File: config.mk
export PLATFORM = sky130hd
export DESIGN_NAME = cpuCore
export DESIGN_NICKNAME = d
export VERILOG_FILES = /design/src/cpuPkg.sv /design/src/cpuCore.sv /design/src/execUnit.sv /design/src/insnDecoder.sv /design/src/regFile.sv
export SDC_FILE = /design/constraint.sdc
export NUM_CORES = 2
export LEC_CHECK = 0
export BUFFER_PORTS_ARGS = -buffer_cell sky130_fd_sc_hd__buf_2
export CELL_PAD_IN_SITES_DETAIL_PLACEMENT = 1
export CELL_PAD_IN_SITES_GLOBAL_PLACEMENT = 2
export CORE_MARGIN = 1
export CORE_UTILIZATION = 38
export DETAILED_ROUTE_END_ITERATION = 8
export PLACE_DENSITY = 0.77
export SYNTH_ARGS = -nofsm -noshare
export SYNTH_HDL_FRONTEND = slang
export SYNTH_SLANG_ARGS = --single-unit
File: constraint.sdc
create_clock -name clk -period 9.8 [get_ports clk]
set_clock_uncertainty 0.15 [all_clocks]
set_input_delay 1.47 -clock clk [delete_from_list [all_inputs] [get_ports clk]]
set_output_delay 1.47 -clock clk [all_outputs]
set_load 0.05 [all_outputs]
File: src/cpuPkg.sv
package cpuPkg;

    localparam int dataWidth     = 32;
    localparam int regIndexWidth = 4;
    localparam int progAddrWidth = 8;              // 256 program words

    // Must be a multiple of 4 and at least 4
    localparam int cyclesPerInsn = 8;
    localparam int phaseStep     = cyclesPerInsn / 4; // Ring distance between phases

    typedef logic [dataWidth-1:0]     word_t;
    typedef logic [regIndexWidth-1:0] regIdx_t;

    localparam word_t resetVector = 32'h0000_0000; // First fetch address

    // r0 = r0 | r0 + 0, nothing visible changes
    localparam word_t insnNoop    = 32'h0000_0000;
    localparam word_t insnIllegal = 32'hffff_ffff; // Halts the core

    // Codes 4 and 15 are reserved and yield zero
    typedef enum logic [3:0] {
        opOr   = 4'h0,
        opAnd  = 4'h1,
        opAdd  = 4'h2,
        opMul  = 4'h3,
        opShl  = 4'h5,
        opLt   = 4'h6,
        opEq   = 4'h7,
        opGt   = 4'h8,
        opAndn = 4'h9,
        opXor  = 4'ha,
        opSub  = 4'hb,
        opXnor = 4'hc,
        opShr  = 4'hd,
        opNe   = 4'he
    } aluOp_t;

endpackage
File: src/cpuCore.sv
module cpuCore (
    input  logic          clk,
    input  logic          reset_n,
    input  logic          en,
    output cpuPkg::word_t fetchAddr,
    input  cpuPkg::word_t fetchData,
    output cpuPkg::word_t dataAddr,
    output cpuPkg::word_t writeData,
    input  cpuPkg::word_t readData,
    output logic          strobe,
    output logic          writeEn,
    output logic          halt
);
    import cpuPkg::*;

    logic [cyclesPerInsn-1:0] phaseRing;           // One-hot position in the instruction
    logic [cyclesPerInsn-1:0] enableRing;          // Lags phaseRing by one step at start
    logic [cyclesPerInsn-1:0] phaseActive;

    logic    runEn;
    logic    ph0;
    logic    ph1;
    logic    ph2;
    logic    ph3;
    word_t   insnReg;
    word_t   nextPc;
    word_t   readLatch;                            // Load data from phase 1

    regIdx_t indexZ;
    regIdx_t indexX;
    regIdx_t indexY;
    aluOp_t  op;
    word_t   immValue;
    word_t   valueZ;
    word_t   valueX;
    word_t   valueY;
    word_t   aluRhs;
    word_t   rhs;
    logic    swapOperands;
    logic    storing;
    logic    derefRhs;
    logic    branch;
    logic    illegal;
    logic    loading;
    logic    storeCycle;

    assign runEn       = en && reset_n;
    assign phaseActive = phaseRing & enableRing;
    assign ph0         = phaseActive[0];
    assign ph1         = phaseActive[phaseStep];
    assign ph2         = phaseActive[2 * phaseStep];
    assign ph3         = phaseActive[3 * phaseStep];

    always_ff @(posedge clk) begin
        if (!reset_n) begin
            // Parked on the last step so phase 0 follows the first enabled edge
            phaseRing  <= {1'b1, {(cyclesPerInsn - 1){1'b0}}};
            enableRing <= '0;
            insnReg    <= insnNoop;
            fetchAddr  <= resetVector;
            nextPc     <= resetVector + word_t'(1);
            halt       <= 1'b0;
        end else if (en) begin
            phaseRing  <= {phaseRing[cyclesPerInsn-2:0], phaseRing[cyclesPerInsn-1]};
            enableRing <= {enableRing[cyclesPerInsn-2:0],
                           phaseRing[cyclesPerInsn-1] & ~halt};
            if (phaseRing[cyclesPerInsn-1])
                insnReg <= fetchData;              // Held stable for a whole instruction
            if (ph1)
                halt <= halt | illegal;
            if (ph2)
                fetchAddr <= branch ? rhs : nextPc;
            if (ph3)
                nextPc <= fetchAddr + word_t'(1);
        end
    end

    always_ff @(posedge clk) begin
        if (runEn && ph1)
            readLatch <= readData;
    end

    insnDecoder i_decoder (
        .insn         (insnReg),
        .indexZ       (indexZ),
        .indexX       (indexX),
        .indexY       (indexY),
        .op           (op),
        .imm          (immValue),
        .swapOperands (swapOperands),
        .storing      (storing),
        .derefRhs     (derefRhs),
        .branch       (branch),
        .illegal      (illegal)
    );

    // Result must be ready as the load address during phase 1
    execUnit i_exec (
        .clk          (clk),
        .en           (runEn && ph0),
        .swapOperands (swapOperands),
        .op           (op),
        .x            (valueX),
        .y            (valueY),
        .imm          (immValue),
        .rhs          (aluRhs)
    );

    assign loading    = derefRhs && !storing;
    assign storeCycle = storing && ph2 && !halt;   // Illegal word never reaches the bus
    assign strobe     = (loading && ph1) || storeCycle;
    assign writeEn    = storeCycle;

    assign rhs       = derefRhs ? readLatch : aluRhs;
    assign dataAddr  = derefRhs ? aluRhs : valueZ;
    assign writeData = derefRhs ? valueZ : aluRhs;

    regFile i_regs (
        .clk        (clk),
        .en         (runEn),
        .writeEnZ   (!storing && ph3),
        .indexZ     (indexZ),
        .indexX     (indexX),
        .indexY     (indexY),
        .writeValue (rhs),
        .nextPc     (nextPc),
        .valueZ     (valueZ),
        .valueX     (valueX),
        .valueY     (valueY)
    );

endmodule

File: src/execUnit.sv
module execUnit (
    input  logic           clk,
    input  logic           en,
    input  logic           swapOperands,
    input  cpuPkg::aluOp_t op,
    input  cpuPkg::word_t  x,
    input  cpuPkg::word_t  y,
    input  cpuPkg::word_t  imm,
    output cpuPkg::word_t  rhs
);
    import cpuPkg::*;

    word_t operand;                                // Second ALU operand
    word_t addend;                                 // Added after the operation
    word_t result;
    logic  isLess;
    logic  isGreater;
    logic  isEqual;

    assign operand = swapOperands ? imm : y;
    assign addend  = swapOperands ? y : imm;

    // Comparisons are signed
    assign isLess    = $signed(x) < $signed(operand);
    assign isGreater = $signed(x) > $signed(operand);
    assign isEqual   = (x == operand);

    always_ff @(posedge clk) begin
        if (en) begin
            case (op)
                opOr:    result <= x | operand;
                opAnd:   result <= x & operand;
                opAdd:   result <= x + operand;
                opMul:   result <= x * operand;       // Low word only
                opShl:   result <= x << operand;
                opLt:    result <= {dataWidth{isLess}};
                opEq:    result <= {dataWidth{isEqual}};
                opGt:    result <= {dataWidth{isGreater}};
                opAndn:  result <= x & ~operand;
                opXor:   result <= x ^ operand;
                opSub:   result <= x - operand;
                opXnor:  result <= x ^~ operand;
                opShr:   result <= x >> operand;      // Logical shift
                opNe:    result <= {dataWidth{!isEqual}};
                default: result <= '0;                // Codes 4 and 15
            endcase
        end
    end

    assign rhs = result + addend;

endmodule

File: src/insnDecoder.sv
module insnDecoder (
    input  cpuPkg::word_t   insn,
    output cpuPkg::regIdx_t indexZ,
    output cpuPkg::regIdx_t indexX,
    output cpuPkg::regIdx_t indexY,
    output cpuPkg::aluOp_t  op,
    output cpuPkg::word_t   imm,
    output logic            swapOperands,
    output logic            storing,
    output logic            derefRhs,
    output logic            branch,
    output logic            illegal
);
    import cpuPkg::*;

    logic [11:0] immField;

    assign swapOperands = insn[30];                // Type bit
    assign storing      = insn[29];
    assign derefRhs     = insn[28];
    assign indexZ       = insn[27:24];
    assign indexX       = insn[23:20];
    assign indexY       = insn[19:16];
    assign op           = aluOp_t'(insn[15:12]);   // Reserved codes pass through
    assign immField     = insn[11:0];

    assign imm = {{(dataWidth - 12){immField[11]}}, immField};

    // Writing r15 redirects the fetch
    assign branch  = (indexZ == regIdx_t'(15)) && !storing;
    assign illegal = (insn == insnIllegal);

endmodule

File: src/regFile.sv
module regFile (
    input  logic            clk,
    input  logic            en,
    input  logic            writeEnZ,
    input  cpuPkg::regIdx_t indexZ,
    input  cpuPkg::regIdx_t indexX,
    input  cpuPkg::regIdx_t indexY,
    input  cpuPkg::word_t   writeValue,
    input  cpuPkg::word_t   nextPc,
    output cpuPkg::word_t   valueZ,
    output cpuPkg::word_t   valueX,
    output cpuPkg::word_t   valueY
);
    import cpuPkg::*;

    word_t regs [1:14];                            // r0 and r15 are not stored

    function automatic word_t readPort(regIdx_t idx);
        word_t value;
        if (idx == regIdx_t'(0))
            value = '0;                            // Hard-wired zero
        else if (idx == regIdx_t'(15))
            value = nextPc;                        // Program counter view
        else
            value = regs[idx];
        return value;
    endfunction

    always_comb begin
        valueZ = readPort(indexZ);
        valueX = readPort(indexX);
        valueY = readPort(indexY);
    end

    always_ff @(posedge clk) begin
        if (en && writeEnZ && indexZ != regIdx_t'(0) && indexZ != regIdx_t'(15))
            regs[indexZ] <= writeValue;
    end

endmodule

Word-level counts from Yosys, hierarchy flattened
Memories as Yosys holds them, arrays and structs flattened. A register that Yosys moved wholly into a read port is not among the register bits.
Cells that the tools add are included.
W data, S select, Z words.
{ "word_totals": {"register_bits": 176, "ram_bits": 448, "word_cells": 93, "n_memories": 1} }
{ "op_classes": {"addsub": 4, "mul": 1, "magnitude_cmp": 2, "eq_ne": 19, "shift": 2, "muxes": 21, "bitwise_logic": 10, "n_reduce_logical": 25} }
{ "mem_list": {"columns": ["name", "depth", "width", "rd", "rd_clocked_by_memory_dff", "write_ports", "line_no", "source"], "rows": [
  ["i_regs.regs", 14, 32, 3, 3, 1, "regFile.sv:16", "word_t regs [1:14];"]
]} }
{ "op_table": {"columns": ["cell", "n"], "rows": [
  ["$pmux W32 S14", 1],
  ["$mux W32", 12],
  ["$add A32 B32 Y32", 2],
  ["$and A32 B32 Y32", 2],
  ["$eq A4 B4 Y1 const B", 10],
  ["$add A32 B1 Y32 const B", 1],
  ["$eq A32 B32 Y1", 1],
  ["$eq A32 B32 Y1 const B", 1],
  ["$gt A32 B32 Y1", 1],
  ["$lt A32 B32 Y1", 1],
  ["$mul A32 B32 Y32", 1],
  ["$not A32 Y32", 1],
  ["$or A32 B32 Y32", 1],
  ["$shl A32 B32 Y32", 1],
  ["$shr A32 B32 Y32", 1],
  ["$sub A32 B32 Y32", 1],
  ["$xnor A32 B32 Y32", 1],
  ["$xor A32 B32 Y32", 1],
  ["$mux W4", 6],
  ["$logic_not A4 Y1", 4],
  ["$eq A4 B3 Y1 const B", 3],
  ["$logic_and A1 B1 Y1", 12],
  ["$eq A4 B2 Y1 const B", 2],
  ["$reduce_and A2 Y1", 4],
  ["10 further kinds", 13]
]} }

Longest topological paths before layout
{ "depth": {"depth_word": 7, "ltp_mapped": 45, "ltp_nobuf": 36} }

Hierarchy
A second synthesis with hierarchy kept.
{ "hier_totals": {"cells_unflattened": 6351, "hier_area_um2": 60809.6} }
{ "by_module_without_submodules": {"columns": ["module", "n_inst", "cells_per_inst", "area_per_inst_um2", "seq_area_each_um2"], "rows": [
  ["execUnit", 1, 3386, 26942.1, 960.9],
  ["regFile", 1, 2075, 26556.7, 13452.9],
  ["cpuCore", 1, 827, 6855.3, 3203.1],
  ["insnDecoder", 1, 63, 455.4, 0.0]
]} }

Worst setup path after synthesis
No wires, ideal clock.
{ "synth_timing": {"kind": "register to register", "from": "register with a tool-made name", "to": "register i_exec.result[23], data pin", "setup_ns": 0.272, "arrival_ns": 9.401, "slack_ns": -0.023, "stages_incl_launch_ff": 43, "period_less_slack_ns": 9.823, "cell_sequence": "dfxtp_1 buf_2 buf_4 buf_6 buf_4 buf_4 mux2i_1 a211oi_1 a211oi_1 a211oi_1 o21ai_0 o21ai_2 inv_2 clkbuf_1 buf_2 buf_2 buf_1 nor2_1 [7 not listed] ha_1 fa_1 inv_1 fa_1 inv_1 ha_1 a21o_1 a21o_1 a21oi_1 o21ai_0 a21oi_1 o31ai_1 nand2_1 nand2_1 a21oi_1 xnor2_1 a211o_1 or4_1"} }
{ "synth_lines": {"columns": ["element", "line_no", "source"], "rows": [
  ["end signal: assignment", "execUnit.sv:31", "opOr: result <= x | operand;"],
  ["end signal: assignment", "execUnit.sv:32", "opAnd: result <= x & operand;"],
  ["end signal: assignment", "execUnit.sv:33", "opAdd: result <= x + operand;"],
  ["end: declaration", "execUnit.sv:15", "word_t result;"]
]} }

==> flow_metrics.py <==
metrics = {
    "clock_tree": {
        "cts_tree": "done",
        "clk_pin_slew_ps": 70,
        "htreeDepth": 3,
        "clk_root_buffer_cell": "clkbuf_16",
        "max-clock-path-buffers": 3,
        "cts_hold_buf": 0,
        "numCtsBuffers": 69,
        "clock_latency_ps": 660,
        "cts.sinks": 636,
    },
    "routing": {
        "route.detailed.drc": 0,
        "routedWlPerCell_um": 34.13,
        "via_count": 53820,
        "routed_wirelength_um": 291800,
        "drt-pass1-iter-count": 6,
        "routed_via_density": 6.294,
        "antenna_left": 0,
        "drt_iter0_markers": 5948,
    },
    "yosys": {
        "syn_area_per_cell_sq_um": 9.650,
        "synthesis.area_sq_um": 59820,
        "synth_fa_ha_area_share_pct": 18.98,
        "synth_seq_cells": 636,
        "synthCells": 6199,
        "synth-xor-area-share_pct": 2.755,
        "synth-edff-count": 512,
        "yosys.area.top_type": "edfxtp_1",
        "async_reset_ff_share_pct": 0,
        "ys_types": 102,
        "yosys_warnings": 0,
        "synth_nets": 6927,
        "seq_area_frac_synth_pct": 29.85,
        "synth_top_family_by_area": "adder cells",
        "synth-compound-area-share_pct": 15.18,
        "ys.flop_type": "edfxtp_1",
        "yosysTopAreaCellShare_pct": 25.70,
        "synthSimpleGateAreaFrac_pct": 12.42,
        "synth_area_leaders": "edfxtp_1 26%, fa_1 14%, mux4_2 7.6%",
        "muxShareOfSynthArea_pct": 13.99,
    },
    "cells_and_area": {
        "mostFrequentLayoutCells": "698 x nand2_1, 679 x nor2_1, 532 x inv_1",
        "finish.net_count": 7163,
        "layout_commonest_cell": "nand2_1",
        "syn_to_final_growth_pct": 13.61,
        "fill_cells": 17590,
        "drive_gt1_share_pct": 17.37,
        "final_util_pct": 43.51,
    },
    "timing": {
        "maxSlewHeadroom_pct": 18.29,
        "tightest_slew_ps": 1217,
        "period_share_pct": 98.41,
        "final-hold-violation-count": 0,
        "setup_viol": 0,
        "layout_setup_ws_ps": 156.2,
        "fmax_ghz": 0.1037,
        "slew_viol_final": 0,
        "fin_hold_ws_ps": 309.4,
        "finalCriticalPeriod_ps": 9644,
    },
    "pwr": {
        "p_leak_nw": 26.29,
        "max-vdd-ir-drop_uv": 188.4,
        "power_density_nw_per_um2": 185.2,
    },
    "floorplanning": {
        "start_util_pct": 38.29,
        "die_h_um": 398.8,
        "std_cell_rows": 145,
        "dieArea_sq_um": 159000,
        "core_sq_um": 156200,
        "io-pin-count": 166,
        "die_x_um": 398.8,
    },
    "worst_setup_path": {
        "end_kind": "flip-flop",
        "max_stage_delay_ps": 640,
        "required_ps": 10030,
        "slowest_stage": "fa_1",
        "crit_fanout": 15,
        "cp-start-kind": "flip-flop",
        "criticalPathCategory": "flip-flop to flip-flop",
        "crit_path_frequent_cell": "fa_1",
        "arrival_ps": 9880,
    },
    "grt": {
        "grt_usage_pct": 36.25,
        "grt-ovfl-total": 0,
        "grt_util_met1_pct": 44.82,
        "antenna_found_initial": 8,
        "top_usage_layer": "met2",
        "grt_pass1_vias": 55230,
        "grt_pass1_wl_um": 410200,
        "met2_usage_pct": 58.04,
        "use_met3_pct": 6.306,
        "grt_max_degree": 85,
    },
    "place": {
        "port_buffers": 165,
        "gp_congestion": 1.022,
        "dp_hpwl_um": 221600,
        "place_ws_ps": -455.7,
    },
    "job": {
        "cap_violations": 0,
    },
    "outcome": {
        "outcome": "complete, no violations",
    },
    "worst_hold_path": {
        "hold_path_class": "flip-flop to flip-flop",
    },
}
-- metal layers --
layer | vias up | wire, um
met5 | - | 37
met4 | 6 | 23230
met3 | 826 | 24410
met2 | 2805 | 133400
met1 | 27710 | 110700
li1 | 22470 | -
-- worst paths after layout --
path                from                end  slack [ps]  cells past startpoint
max            flip-flop  i_exec.result[28]         160                     31
min          insnReg[31]        insnReg[31]         310                      2
max reg2reg    flip-flop  i_exec.result[28]         160                     31
min reg2reg  insnReg[31]        insnReg[31]         310                      2
-- where the power goes --
group	switching, W	total (W)	internal, W	leakage [nW]
sequential	0.0000479	0.00306	0.00301	5.62
clock	0.00117	0.00259	0.00142	1.06
combinational	0.00443	0.00694	0.00251	19.6
total	0.00564	0.0126	0.00695	26.3
-- flip-flops by register name (all words and copies together), names as in the netlist, named ones only --
register,count
i_exec.result,32
nextPc,32
phaseRing,8
i_regs.regs,448
insnReg,32
halt,1
fetchAddr,32
enableRing,7
readLatch,32
-- per-stage QoR --
step           std cells  setup TNS, ps  power [W]  instance area [sq um]
5_1_grt             8548         -103.8    0.01301                  67950
6_report            8551              0    0.01259                  67960
3_5_place_dp        8387          -1271   0.009717                  65140
2_1_floorplan       6199              0   0.006758                  59820
4_1_cts             8519              0    0.01233                  67410
3_3_place_gp        8387          -1019   0.009640                  65140
-- synthesized netlist by cell type, types with 43 or more instances --
cell	count
nand2_1	698
nor2_1	695
inv_1	539
edfxtp_1	512
fa_1	411
a21oi_1	343
mux2i_1	303
clkbuf_1	285
ha_1	250
o21ai_0	206
mux4_2	203
a211oi_1	196
dfxtp_1	124
xnor2_1	121
a21o_1	86
nand3_1	85
o211ai_1	82
buf_2	75
buf_1	65
xor2_1	62
nor3_1	61
mux2_2	55
a31oi_1	47
o22ai_1	44
o221ai_1	43
-- critical path, delay by kind of cell, from the launching register on --
family	cells	cell delay [ps]
adder cells (fa/ha/maj)	9	4500
AO/OA/AOI/OAI	7	1300
buffers and inverters	8	1200
flip-flops	1	420
multiplexers	3	1280
AND/OR/NAND/NOR	4	490
-- final cells by class --
| type | count | area, sq um | share of cell area [%] |
|---|---|---|---|
| Antenna cell | 3 | 7.507 | 0.01105 |
| Clock buffer | 90 | 1887 | 2.776 |
| Clock inverter | 36 | 271.5 | 0.3995 |
| Inverter | 567 | 2147 | 3.159 |
| Multi-Input combinational cell | 4542 | 38390 | 56.48 |
| Sequential cell | 636 | 17900 | 26.34 |
| Tap cell | 2058 | 2575 | 3.789 |
| Timing Repair Buffer | 619 | 4787 | 7.044 |
-- kinds of logic after synthesis --
kind of cell               Yosys count
AOI/OAI and AO/OA                 1364
xor gates and xnor gates           185
adders and majority gates          661
buffers and inverters             1021
DFF                                636
muxes                              574
and+or+nand+nor                   1758
-- what timing repair did --
item	in CTS	in global routing
resized for setup	16	58
hold endpoints to repair	0	0
endpoints found under the setup margin	8	12
pin swaps	0	11
cloned	0	2
buffers inserted	6	27
No activity file was read; power rests on OpenSTA's default activity.
